### config.mk
export PLATFORM = sky130hd
export DESIGN_NAME = cpu_top
export DESIGN_NICKNAME = d
export VERILOG_FILES = /design/src/hw/cpu_bus_pkg.sv /design/src/hw/cpu_isa_pkg.sv /design/src/hw/fetch_if.sv /design/src/hw/bank_write_steer.sv /design/src/hw/cpu_top.sv /design/src/hw/execute_unit.sv /design/src/hw/gp_registers.sv /design/src/hw/inst_fetch.sv
export VERILOG_INCLUDE_DIRS = /design/src /design/src/hw
export SDC_FILE = /design/constraint.sdc
export NUM_CORES = 1
export LEC_CHECK = 0
export BUFFER_PORTS_ARGS = -buffer_cell sky130_fd_sc_hd__buf_2
export CORE_UTILIZATION = 30
export CTS_CLUSTER_DIAMETER = 150
export CTS_CLUSTER_SIZE = 30
export DETAILED_ROUTE_END_ITERATION = 10
export PLACE_DENSITY = 0.51
export SLEW_MARGIN = 20
export SYNTH_ARGS = -nofsm -noshare
export SYNTH_HDL_FRONTEND = slang
export SYNTH_SLANG_ARGS = --single-unit
### constraint.sdc
create_clock -name clk -period 5.05 [get_ports clk]
set_clock_uncertainty 0.1 [all_clocks]
set_input_delay 1.01 -clock clk [delete_from_list [all_inputs] [get_ports clk]]
set_output_delay 1.01 -clock clk [all_outputs]
set_load 0.005 [all_outputs]
### src/hw/cpu_macros.svh
`ifndef CPU_MACROS_SVH
`define CPU_MACROS_SVH

`define CPU_ADDR_W 16
`define CPU_BANK_ADDR_W 15
`define CPU_RESET_PC 16'h4000

`define CPU_OP_NOP 8'h00
`define CPU_OP_TRAP 8'h01
`define CPU_OP_LD_XL_IMM 8'h10
`define CPU_OP_ADD_IMM 8'h11
`define CPU_OP_SUB_IMM 8'h12
`define CPU_OP_AND_IMM 8'h13
`define CPU_OP_OR_IMM 8'h14
`define CPU_OP_XOR_IMM 8'h15
`define CPU_OP_ADD_YL 8'h18
`define CPU_OP_SUB_YL 8'h19
`define CPU_OP_AND_YL 8'h1a
`define CPU_OP_OR_YL 8'h1b
`define CPU_OP_XOR_YL 8'h1c
`define CPU_OP_INC_XL 8'h1d
`define CPU_OP_DEC_XL 8'h1e
`define CPU_OP_LD_YL_XL 8'h21
`define CPU_OP_LD_DIR_XL 8'h30
`define CPU_OP_LDW_DIR_Y 8'h31
`define CPU_OP_JR 8'h40
`define CPU_OP_JRZ 8'h41
`define CPU_OP_JRNZ 8'h42
`define CPU_OP_JRC 8'h43
`define CPU_OP_JRNC 8'h44

`endif

### src/hw/cpu_bus_pkg.sv
`include "cpu_macros.svh"

package cpu_bus_pkg;

	typedef enum logic
	{
		REG_X,
		REG_Y
	} reg_sel_t;

	typedef struct packed
	{
		reg_sel_t sel;
		logic [15:0] data;
		logic [1:0] be;
	} reg_write_t;

	// low data byte goes to addr, high byte to addr + 1
	typedef struct packed
	{
		logic [`CPU_ADDR_W-1:0] addr;
		logic [15:0] data;
		logic [1:0] be;
	} mem_write_t;

endpackage

### src/hw/cpu_isa_pkg.sv
`include "cpu_macros.svh"

package cpu_isa_pkg;

	typedef enum logic [7:0]
	{
		OP_NOP = `CPU_OP_NOP,
		OP_TRAP = `CPU_OP_TRAP,
		OP_LD_XL_IMM = `CPU_OP_LD_XL_IMM,
		OP_ADD_IMM = `CPU_OP_ADD_IMM,
		OP_SUB_IMM = `CPU_OP_SUB_IMM,
		OP_AND_IMM = `CPU_OP_AND_IMM,
		OP_OR_IMM = `CPU_OP_OR_IMM,
		OP_XOR_IMM = `CPU_OP_XOR_IMM,
		OP_ADD_YL = `CPU_OP_ADD_YL,
		OP_SUB_YL = `CPU_OP_SUB_YL,
		OP_AND_YL = `CPU_OP_AND_YL,
		OP_OR_YL = `CPU_OP_OR_YL,
		OP_XOR_YL = `CPU_OP_XOR_YL,
		OP_INC_XL = `CPU_OP_INC_XL,
		OP_DEC_XL = `CPU_OP_DEC_XL,
		OP_LD_YL_XL = `CPU_OP_LD_YL_XL,
		OP_LD_DIR_XL = `CPU_OP_LD_DIR_XL,
		OP_LDW_DIR_Y = `CPU_OP_LDW_DIR_Y,
		OP_JR = `CPU_OP_JR,
		OP_JRZ = `CPU_OP_JRZ,
		OP_JRNZ = `CPU_OP_JRNZ,
		OP_JRC = `CPU_OP_JRC,
		OP_JRNC = `CPU_OP_JRNC
	} opcode_t;

	// bit positions in F, upper three bits read zero
	typedef enum logic [2:0]
	{
		FLAG_H,
		FLAG_C,
		FLAG_N,
		FLAG_Z,
		FLAG_O
	} flag_t;

	// opcode sits in the low byte, as it arrives first
	typedef struct packed
	{
		logic [7:0] byte2;
		logic [7:0] byte1;
		opcode_t opcode;
	} inst_t;

	function automatic logic [1:0] inst_len(opcode_t op);
		case (op)
			OP_LD_XL_IMM, OP_ADD_IMM, OP_SUB_IMM, OP_AND_IMM, OP_OR_IMM, OP_XOR_IMM,
			OP_JR, OP_JRZ, OP_JRNZ, OP_JRC, OP_JRNC:
				return 2'd2;
			OP_LD_DIR_XL, OP_LDW_DIR_Y:
				return 2'd3;
			default:
				return 2'd1;
		endcase
	endfunction

endpackage

### src/hw/fetch_if.sv
`timescale 1ns/10ps
`include "cpu_macros.svh"

interface fetch_if;
	cpu_isa_pkg::inst_t inst;
	logic [`CPU_ADDR_W-1:0] pc;
	logic execute;

	// only meaningful while execute is high
	logic redirect;
	logic [`CPU_ADDR_W-1:0] target;
	logic halt;

	modport fetch_side
	(
		output inst, pc, execute,
		input redirect, target, halt
	);

	modport exec_side
	(
		input inst, pc, execute,
		output redirect, target, halt
	);
endinterface

### src/hw/bank_write_steer.sv
`timescale 1ns/10ps
`include "cpu_macros.svh"

module bank_write_steer
(
	input cpu_bus_pkg::mem_write_t wr,
	output logic [`CPU_BANK_ADDR_W-1:0] mem_write_addr_even,
	output logic [`CPU_BANK_ADDR_W-1:0] mem_write_addr_odd,
	output logic [7:0] mem_write_data_even,
	output logic [7:0] mem_write_data_odd,
	output logic mem_write_en_even,
	output logic mem_write_en_odd
);
	logic odd;

	assign odd = wr.addr[0];

	// an odd start puts the high byte in the next even word
	assign mem_write_addr_odd = wr.addr[`CPU_ADDR_W-1:1];
	assign mem_write_addr_even = odd ? wr.addr[`CPU_ADDR_W-1:1] + 1'b1 :
		wr.addr[`CPU_ADDR_W-1:1];

	assign mem_write_data_even = odd ? wr.data[15:8] : wr.data[7:0];
	assign mem_write_data_odd = odd ? wr.data[7:0] : wr.data[15:8];
	assign mem_write_en_even = odd ? wr.be[1] : wr.be[0];
	assign mem_write_en_odd = odd ? wr.be[0] : wr.be[1];

	always_comb
	begin
		assert (wr.be == 2'b11 || !(mem_write_en_even && mem_write_en_odd));
	end

endmodule

### src/hw/cpu_top.sv
`timescale 1ns/10ps
`include "cpu_macros.svh"

module cpu_top
(
	input logic clk,
	input logic reset,
	output logic [`CPU_BANK_ADDR_W-1:0] mem_read_addr_even,
	output logic [`CPU_BANK_ADDR_W-1:0] mem_read_addr_odd,
	input logic [7:0] mem_read_data_even,
	input logic [7:0] mem_read_data_odd,
	output logic [`CPU_BANK_ADDR_W-1:0] mem_write_addr_even,
	output logic [`CPU_BANK_ADDR_W-1:0] mem_write_addr_odd,
	output logic [7:0] mem_write_data_even,
	output logic [7:0] mem_write_data_odd,
	output logic mem_write_en_even,
	output logic mem_write_en_odd,
	output logic trap
);
	import cpu_bus_pkg::*;

	reg_write_t reg_wr;
	mem_write_t mem_wr;
	logic [15:0] x;
	logic [15:0] y;
	logic [7:0] f;
	logic [7:0] f_next;
	logic f_en;

	fetch_if fetch_bus();

	inst_fetch u_inst_fetch
	(
		.clk(clk),
		.reset(reset),
		.mem_read_addr_even(mem_read_addr_even),
		.mem_read_addr_odd(mem_read_addr_odd),
		.mem_read_data_even(mem_read_data_even),
		.mem_read_data_odd(mem_read_data_odd),
		.fetch(fetch_bus.fetch_side)
	);

	gp_registers u_gp_registers
	(
		.clk(clk),
		.reset(reset),
		.wr(reg_wr),
		.f_next(f_next),
		.f_en(f_en),
		.x(x),
		.y(y),
		.f(f)
	);

	execute_unit u_execute_unit
	(
		.fetch(fetch_bus.exec_side),
		.x(x),
		.y(y),
		.f(f),
		.reg_wr(reg_wr),
		.f_next(f_next),
		.f_en(f_en),
		.mem_wr(mem_wr),
		.trap(trap)
	);

	bank_write_steer u_bank_write_steer
	(
		.wr(mem_wr),
		.mem_write_addr_even(mem_write_addr_even),
		.mem_write_addr_odd(mem_write_addr_odd),
		.mem_write_data_even(mem_write_data_even),
		.mem_write_data_odd(mem_write_data_odd),
		.mem_write_en_even(mem_write_en_even),
		.mem_write_en_odd(mem_write_en_odd)
	);

endmodule

### src/hw/execute_unit.sv
`timescale 1ns/10ps

module execute_unit
(
	fetch_if.exec_side fetch,
	input logic [15:0] x,
	input logic [15:0] y,
	input logic [7:0] f,
	output cpu_bus_pkg::reg_write_t reg_wr,
	output logic [7:0] f_next,
	output logic f_en,
	output cpu_bus_pkg::mem_write_t mem_wr,
	output logic trap
);
	import cpu_isa_pkg::*;
	import cpu_bus_pkg::*;

	opcode_t op;
	logic [7:0] imm;
	logic [7:0] operand;
	logic [7:0] addend;
	logic carry_in;
	logic [8:0] sum;
	logic [4:0] half_sum;
	logic [7:0] logic_res;
	logic [7:0] arith_f;
	logic [7:0] logic_f;
	logic take;

	assign op = fetch.inst.opcode;
	assign imm = fetch.inst.byte1;
	assign operand = (op inside {OP_ADD_YL, OP_SUB_YL, OP_AND_YL, OP_OR_YL, OP_XOR_YL}) ?
		y[7:0] : imm;

	// subtraction as complement plus one, so C is no borrow
	always_comb
	begin
		case (op)
			OP_SUB_IMM, OP_SUB_YL:
			begin
				addend = ~operand;
				carry_in = 1'b1;
			end
			OP_INC_XL:
			begin
				addend = 8'h01;
				carry_in = 1'b0;
			end
			OP_DEC_XL:
			begin
				addend = 8'hfe;
				carry_in = 1'b1;
			end
			default:
			begin
				addend = operand;
				carry_in = 1'b0;
			end
		endcase
	end

	assign sum = {1'b0, x[7:0]} + {1'b0, addend} + {8'h00, carry_in};
	assign half_sum = {1'b0, x[3:0]} + {1'b0, addend[3:0]} + {4'h0, carry_in};

	always_comb
	begin
		arith_f = 8'h00;
		arith_f[FLAG_H] = half_sum[4];
		arith_f[FLAG_C] = sum[8];
		arith_f[FLAG_N] = sum[7];
		arith_f[FLAG_Z] = (sum[7:0] == 8'h00);
		arith_f[FLAG_O] = (x[7] == addend[7]) && (sum[7] != x[7]);
	end

	always_comb
	begin
		case (op)
			OP_AND_IMM, OP_AND_YL:
				logic_res = x[7:0] & operand;
			OP_OR_IMM, OP_OR_YL:
				logic_res = x[7:0] | operand;
			default:
				logic_res = x[7:0] ^ operand;
		endcase
		// H, C and O kept
		logic_f = f;
		logic_f[FLAG_Z] = (logic_res == 8'h00);
		logic_f[FLAG_N] = logic_res[7];
	end

	always_comb
	begin
		case (op)
			OP_JR:
				take = 1'b1;
			OP_JRZ:
				take = f[FLAG_Z];
			OP_JRNZ:
				take = !f[FLAG_Z];
			OP_JRC:
				take = f[FLAG_C];
			OP_JRNC:
				take = !f[FLAG_C];
			default:
				take = 1'b0;
		endcase
	end

	assign fetch.redirect = fetch.execute && take;
	assign fetch.target = fetch.pc + {{8{imm[7]}}, imm};
	assign fetch.halt = fetch.execute && (op == OP_TRAP);
	assign trap = fetch.halt;

	always_comb
	begin
		reg_wr.sel = REG_X;
		reg_wr.data = {8'h00, sum[7:0]};
		reg_wr.be = 2'b00;
		f_next = f;
		f_en = 1'b0;
		// direct address, low byte first
		mem_wr.addr = {fetch.inst.byte2, fetch.inst.byte1};
		mem_wr.data = y;
		mem_wr.be = 2'b00;
		if (fetch.execute)
		begin
			case (op)
				OP_LD_XL_IMM:
				begin
					reg_wr.data = {8'h00, imm};
					reg_wr.be = 2'b01;
				end
				OP_ADD_IMM, OP_SUB_IMM, OP_ADD_YL, OP_SUB_YL, OP_INC_XL, OP_DEC_XL:
				begin
					reg_wr.be = 2'b01;
					f_next = arith_f;
					f_en = 1'b1;
				end
				OP_AND_IMM, OP_OR_IMM, OP_XOR_IMM, OP_AND_YL, OP_OR_YL, OP_XOR_YL:
				begin
					reg_wr.data = {8'h00, logic_res};
					reg_wr.be = 2'b01;
					f_next = logic_f;
					f_en = 1'b1;
				end
				OP_LD_YL_XL:
				begin
					reg_wr.sel = REG_Y;
					reg_wr.data = {8'h00, x[7:0]};
					reg_wr.be = 2'b01;
				end
				OP_LD_DIR_XL:
				begin
					mem_wr.data = {8'h00, x[7:0]};
					mem_wr.be = 2'b01;
				end
				OP_LDW_DIR_Y:
					mem_wr.be = 2'b11;
				default:
				begin
				end
			endcase
		end
	end

	always_comb
	begin
		assert (fetch.execute || (reg_wr.be == 2'b00 && mem_wr.be == 2'b00));
	end

endmodule

### src/hw/gp_registers.sv
`timescale 1ns/10ps

module gp_registers
(
	input logic clk,
	input logic reset,
	input cpu_bus_pkg::reg_write_t wr,
	input logic [7:0] f_next,
	input logic f_en,
	output logic [15:0] x,
	output logic [15:0] y,
	output logic [7:0] f
);
	import cpu_bus_pkg::*;

	always_ff @(posedge clk)
	begin
		for (int b = 0; b < 2; b++)
		begin
			if (wr.be[b] && wr.sel == REG_X)
				x[b*8 +: 8] <= wr.data[b*8 +: 8];
			if (wr.be[b] && wr.sel == REG_Y)
				y[b*8 +: 8] <= wr.data[b*8 +: 8];
		end
	end

	always_ff @(posedge clk)
	begin
		if (reset)
			f <= 8'h00;
		else if (f_en)
			f <= f_next;
	end

endmodule

### src/hw/inst_fetch.sv
`timescale 1ns/10ps
`include "cpu_macros.svh"

module inst_fetch
(
	input logic clk,
	input logic reset,
	output logic [`CPU_BANK_ADDR_W-1:0] mem_read_addr_even,
	output logic [`CPU_BANK_ADDR_W-1:0] mem_read_addr_odd,
	input logic [7:0] mem_read_data_even,
	input logic [7:0] mem_read_data_odd,
	fetch_if.fetch_side fetch
);
	import cpu_isa_pkg::*;

	logic [`CPU_ADDR_W-1:0] pc;
	logic held;
	logic [15:0] hold_lo;
	logic [`CPU_ADDR_W-1:0] rd_addr;
	logic [7:0] lo;
	logic [7:0] hi;
	logic [7:0] opcode_now;
	logic [1:0] len;

	// upper byte cycle reads past the two held bytes
	assign rd_addr = held ? pc + 16'd2 : pc;

	assign mem_read_addr_odd = rd_addr[`CPU_ADDR_W-1:1];
	assign mem_read_addr_even = rd_addr[0] ? rd_addr[`CPU_ADDR_W-1:1] + 1'b1 :
		rd_addr[`CPU_ADDR_W-1:1];

	assign lo = rd_addr[0] ? mem_read_data_odd : mem_read_data_even;
	assign hi = rd_addr[0] ? mem_read_data_even : mem_read_data_odd;

	assign opcode_now = held ? hold_lo[7:0] : lo;
	assign len = inst_len(opcode_t'(opcode_now));

	assign fetch.inst = held ? inst_t'({lo, hold_lo}) : inst_t'({8'h00, hi, lo});
	assign fetch.pc = pc;
	assign fetch.execute = !reset && (held || len != 2'd3);

	always_ff @(posedge clk)
	begin
		if (reset)
		begin
			pc <= `CPU_RESET_PC;
			held <= 1'b0;
		end
		else if (fetch.execute)
		begin
			held <= 1'b0;
			if (!fetch.halt)
				pc <= fetch.redirect ? fetch.target : pc + {14'h0000, len};
		end
		else
			held <= 1'b1;
	end

	// opcode and byte1 of a long instruction
	always_ff @(posedge clk)
	begin
		if (!held)
			hold_lo <= {hi, lo};
	end

	held_only_long: assert property (@(posedge clk) disable iff (reset)
		held |-> inst_len(opcode_t'(hold_lo[7:0])) == 2'd3);

endmodule

==> tab_implementation.tex <==
\begin{tabular}{lr}
\hline
Metric & Value \\
\hline
\multicolumn{2}{l}{\textbf{Synthesis}} \\
\quad Post-synthesis cell area & 0.00540 mm\^{}2 \\
\quad Library cell with the largest summed area after synthesis & sky130\_fd\_sc\_hd\_\_edfxtp\_1 \\
\quad Yosys Warn Count & 0 \\
\quad Top\_reg\_cell synth & sky130\_fd\_sc\_hd\_\_edfxtp\_1 \\
\quad Share of the synthesized area in the top cell type & 17.8\% \\
\quad Async set-or-reset flop fraction in the synthesized netlist & 0\% \\
\quad Post-Syn Nets & 708 \\
\quad FF+latch count, synth & 51 \\
\quad Count of mapped cells out of synthesis & 646 \\
\quad Sequential cell area fraction in the yosys report & 24.8\% \\
\quad Number of enable-type register cells in the synthesized netlist & 32 \\
\quad Count of unique library cells instantiated by Yosys & 68 \\
\quad Mean Syn Cell Area & 8.36 um\^{}2 \\
\quad Most area-consuming cells after synthesis & sky130\_fd\_sc\_hd\_\_edfxtp\_1 18\%, sky130\_fd\_sc\_hd\_\_ha\_1 9.5\%, sky130\_fd\_sc\_hd\_\_dfxtp\_1 7.0\% \\
\multicolumn{2}{l}{\textbf{STA}} \\
\quad Final Hold Vio Count & 0 \\
\quad Worst relative slew slack & 35.0\% \\
\quad Total setup violations reported at the end of the flow & 0 \\
\quad Worst setup slack after layout & 0.242 ns \\
\quad Slew at the pin closest to its max-slew limit & 0.971 ns \\
\quad Timing-limited maximum frequency & 208 MHz \\
\quad Minimum hold slack & 0.419 ns \\
\quad Post-layout minimum cycle time & 4.81 ns \\
\quad Final Max Slew Viols & 0 \\
\quad Crit share post-route & 95.2\% \\
\quad Unrepaired setup endpoints after global routing & false \\
\multicolumn{2}{l}{\textbf{CTS}} \\
\quad Clock insertion delay at the later pin of the skew report & 0.30 ns \\
\quad Total setup buffers inserted after CTS & 0 \\
\quad TritonCTS clock tree & yes \\
\quad H-Tree Level Count & 2 \\
\quad Bufs on Longest Clock Path & 2 \\
\quad Sink count of the clock tree & 51 \\
\quad Clock Pin Slew Worst Setup and Hold Paths & 0.07 ns \\
\quad TritonCTS buffer count & 5 \\
\quad \# hold bufs at CTS & 0 \\
\quad Clock root buffer master & sky130\_fd\_sc\_hd\_\_clkbuf\_16 \\
\multicolumn{2}{l}{\textbf{Power}} \\
\quad Power per cell area & 253 mW/mm\^{}2 \\
\quad Internal power contribution & 1.07 mW \\
\quad Total power after layout & 1.69 mW \\
\quad Share of total power in sequential cells & 31.7\% \\
\quad Worst IR Drop VDD & 0.134 mV \\
\quad Combinational share of power & 45.7\% \\
\quad Switch Pwr & 625 uW \\
\quad Static power due to leakage & 3.05 nW \\
\quad Clock network fraction of design power & 22.6\% \\
\quad Switching fraction of total power & 36.9\% \\
\multicolumn{2}{l}{\textbf{Detailed routing}} \\
\quad Length of the first detailed-routing pass in iterations & 5 \\
\quad Post-route DRC violation count & 0 \\
\quad Number of vias per cell after detailed routing & 5.16 \\
\quad Total via count after detailed routing & 5,214 \\
\quad Detailed router's first-iteration violation count & 337 \\
\quad Routed Antenna Nets & 0 \\
\quad WL final & 16,900 um \\
\quad Routed wire per std cell & 16.7 um \\
\multicolumn{2}{l}{\textbf{Die}} \\
\quad Horizontal extent of the die & 136 um \\
\quad Area of the placeable core & 0.0174 mm\^{}2 \\
\quad Die H & 136 um \\
\quad Area enclosed by the die boundary & 0.0185 mm\^{}2 \\
\quad I/O pin cnt & 97 \\
\quad Row count & 48 \\
\quad Starting utilization of the core area & 31.0\% \\
\multicolumn{2}{l}{\textbf{Setup path}} \\
\quad Critical path start-end classification & in -> out \\
\quad Critical Path End Type & output port \\
\quad Worst EP required & 3.94 ns \\
\quad Worst Path Buf+Inv & 4 \\
\quad Data arrival time of the critical path & 3.70 ns \\
\quad Max Fanout on Critical Path & 18 \\
\quad Crit-path leading delay family & simple AND/OR/NAND/NOR gates \\
\quad Type of element launching the critical path & input pin \\
\quad Standard cell with the maximum stage delay on the critical path & sky130\_fd\_sc\_hd\_\_or3\_1 \\
\quad Critical path's largest stage delay & 0.65 ns \\
\quad Ordered list of cells on the worst path & buf\_2 > mux2\_4 > buf\_4 > mux2\_4 > buf\_4 > nor2\_1 > nand3\_1 > or3\_1 > a21oi\_1 > nor2\_1 > buf\_2 \\
\multicolumn{2}{l}{\textbf{Global route}} \\
\quad Overall track demand over capacity in global routing & 18.6\% \\
\quad GRT overflow & 0 \\
\quad GR Layer Usage met2 & 29.4\% \\
\quad Global-route wire length before repair & 26,700 um \\
\quad Busiest grt layer & met2 \\
\quad Maximum number of pins on one net before global-route repair & 28 \\
\quad Fraction of met1 tracks used by global routing & 26.6\% \\
\quad Number of antenna violations at the first check in global routing & 0 \\
\quad M3 GR Usage & 2.68\% \\
\quad Via count of the first global-routing pass & 4,944 \\
\multicolumn{2}{l}{\textbf{Placed design}} \\
\quad Placement-stage worst setup slack & -0.245 ns \\
\quad IO buf count & 96 \\
\quad Detail Placement HPWL & 13,500 um \\
\quad Final GP Congestion & 0.904 \\
\multicolumn{2}{l}{\textbf{Finish}} \\
\quad Area growth, synth to finish & 24.2\% \\
\quad \# nets final & 847 \\
\quad Antenna fix cells & 0 \\
\quad Layout cells sized above 1 & 28.1\% \\
\multicolumn{2}{l}{\textbf{Run}} \\
\quad Max cap viols & 0 \\
\multicolumn{2}{l}{\textbf{Status}} \\
\quad Status & complete, no violations \\
\multicolumn{2}{l}{\textbf{Worst hold path}} \\
\quad Type of the most critical hold path & reg -> reg \\
\hline
\end{tabular}
-- kinds of logic after synthesis --
family | share of synthesized area (%)
flip-flops | 24.8
XOR/XNOR | 9.90
adder cells (fa/ha/maj) | 10.6
multiplexers | 10.6
AND/OR/NAND/NOR | 20.9
buffers and inverters | 5.38
AO/OA/AOI/OAI | 17.8
-- worst register-to-register path, stage by stage, from the launching register on --
cell and delay [ns]:
sky130_fd_sc_hd__dfxtp_1 0.35, sky130_fd_sc_hd__buf_12 0.19, sky130_fd_sc_hd__mux2_4 0.33, sky130_fd_sc_hd__mux2i_1 0.21, sky130_fd_sc_hd__a21oi_1 0.12, sky130_fd_sc_hd__or4_4 0.58, sky130_fd_sc_hd__or3_1 0.41, sky130_fd_sc_hd__o21a_1 0.23
sky130_fd_sc_hd__fa_1 0.43, sky130_fd_sc_hd__a21o_1 0.18, sky130_fd_sc_hd__a21oi_2 0.15, sky130_fd_sc_hd__o21bai_1 0.10, sky130_fd_sc_hd__a211o_1 0.32, sky130_fd_sc_hd__a311o_1 0.29, sky130_fd_sc_hd__a31oi_1 0.20, sky130_fd_sc_hd__xor2_1 0.15
sky130_fd_sc_hd__o21ai_0 0.08
-- final cells by class --
cell class              count  area [um^2]
inverters                  43          164
clock inverters             2         13.8
clock buffers               6          150
well taps                 225          282
repair buffers            158          958
multi-input cells         526         3790
fillers                  1813        10700
flip-flops and latches     51         1340
-- worst paths after layout --
| check | end | cells after the start | slack (ns) | start |
|---|---|---|---|---|
| max reg2reg | u_inst_fetch.fetch.pc[14]$_SDFFE_PP1P_ | 16 | 0.52 | u_inst_fetch.fetch.pc[0]$_SDFFE_PP0P_ |
| max | mem_write_data_odd[7] | 11 | 0.24 | mem_read_data_even[1] |
| min | u_inst_fetch.fetch.pc[15]$_SDFFE_PP0P_ | 2 | 0.42 | u_inst_fetch.fetch.pc[15]$_SDFFE_PP0P_ |
| min reg2reg | u_inst_fetch.fetch.pc[15]$_SDFFE_PP0P_ | 2 | 0.42 | u_inst_fetch.fetch.pc[15]$_SDFFE_PP0P_ |
-- power groups by stage --
stage / Clock, mW / Combinational (mW) / Sequential (mW)
after floorplan: 0 / 0.476 / 0.533
after global placement: 0 / 0.753 / 0.546
after detailed placement: 0 / 0.761 / 0.546
after CTS: 0.395 / 0.766 / 0.537
after global routing: 0.408 / 0.857 / 0.543
final: 0.382 / 0.774 / 0.537
-- cells in the final DEF, fill, tap and decap left out, types with 31 or more instances in the layout --
cell type                  count
sky130_fd_sc_hd__xnor2_1      41
sky130_fd_sc_hd__nand2_1      46
sky130_fd_sc_hd__a21oi_1      50
sky130_fd_sc_hd__nor2_1       75
sky130_fd_sc_hd__inv_1        41
sky130_fd_sc_hd__buf_2        96
sky130_fd_sc_hd__buf_4        61
sky130_fd_sc_hd__edfxtp_1     32
sky130_fd_sc_hd__o21ai_0      31
sky130_fd_sc_hd__ha_1         41
-- registers in the layout, summed over array words and instances, names as in the netlist --
| name | count |
|---|---|
| u_gp_registers.f | 2 |
| u_gp_registers.x | 8 |
| u_gp_registers.y | 8 |
| u_inst_fetch.fetch.pc | 16 |
| u_inst_fetch.held | 1 |
| u_inst_fetch.hold_lo | 16 |
-- layer usage --
metal	wire length, um	share of wire, %
met5	0	0
met4	197	1.2
met3	933	5.5
met2	7370	44
met1	8420	50
-- metrics by stage --
stage | cell area (um^2) | utilization [%] | cells | setup TNS, ns
after floorplan | 5400 | - | 646 | 0
after global placement | 6520 | 37.4 | 1003 | -0.179
after detailed placement | 6520 | 37.4 | 1003 | -0.250
after CTS | 6680 | 38.3 | 1011 | 0
after global routing | 6700 | 38.5 | 1011 | 0
final | 6700 | 38.5 | 1011 | 0
-- synth_stat cells (4+ instances only) --
| cell | n |
|---|---|
| sky130_fd_sc_hd__or2_2 | 6 |
| sky130_fd_sc_hd__a31oi_1 | 5 |
| sky130_fd_sc_hd__dfxtp_1 | 19 |
| sky130_fd_sc_hd__a211oi_1 | 12 |
| sky130_fd_sc_hd__clkbuf_1 | 16 |
| sky130_fd_sc_hd__o21ai_0 | 33 |
| sky130_fd_sc_hd__inv_1 | 41 |
| sky130_fd_sc_hd__nand3_1 | 14 |
| sky130_fd_sc_hd__or3_1 | 5 |
| sky130_fd_sc_hd__nand2_1 | 46 |
| sky130_fd_sc_hd__ha_1 | 41 |
| sky130_fd_sc_hd__buf_2 | 5 |
| sky130_fd_sc_hd__and3_1 | 5 |
| sky130_fd_sc_hd__edfxtp_1 | 32 |
| sky130_fd_sc_hd__nand3b_1 | 13 |
| sky130_fd_sc_hd__nand4_1 | 8 |
| sky130_fd_sc_hd__xnor2_1 | 41 |
| sky130_fd_sc_hd__mux2_2 | 20 |
| sky130_fd_sc_hd__a21oi_1 | 51 |
| sky130_fd_sc_hd__nor3_1 | 17 |
| sky130_fd_sc_hd__mux2_4 | 5 |
| sky130_fd_sc_hd__o21bai_1 | 4 |
| sky130_fd_sc_hd__o21a_1 | 6 |
| sky130_fd_sc_hd__o22ai_1 | 8 |
| sky130_fd_sc_hd__a221oi_1 | 11 |
| sky130_fd_sc_hd__and2_1 | 7 |
| sky130_fd_sc_hd__nor2_1 | 75 |
| sky130_fd_sc_hd__xor2_1 | 20 |
| sky130_fd_sc_hd__a21o_1 | 4 |
| sky130_fd_sc_hd__mux2i_1 | 15 |
| sky130_fd_sc_hd__nand2b_1 | 4 |
-- what timing repair did --
action,4_1_cts,5_1_grt
endpoints found under the hold margin,0,0
resized for setup,0,6
endpoints found under the setup margin,0,4
Note: power is estimated with default switching activity, not from simulation.
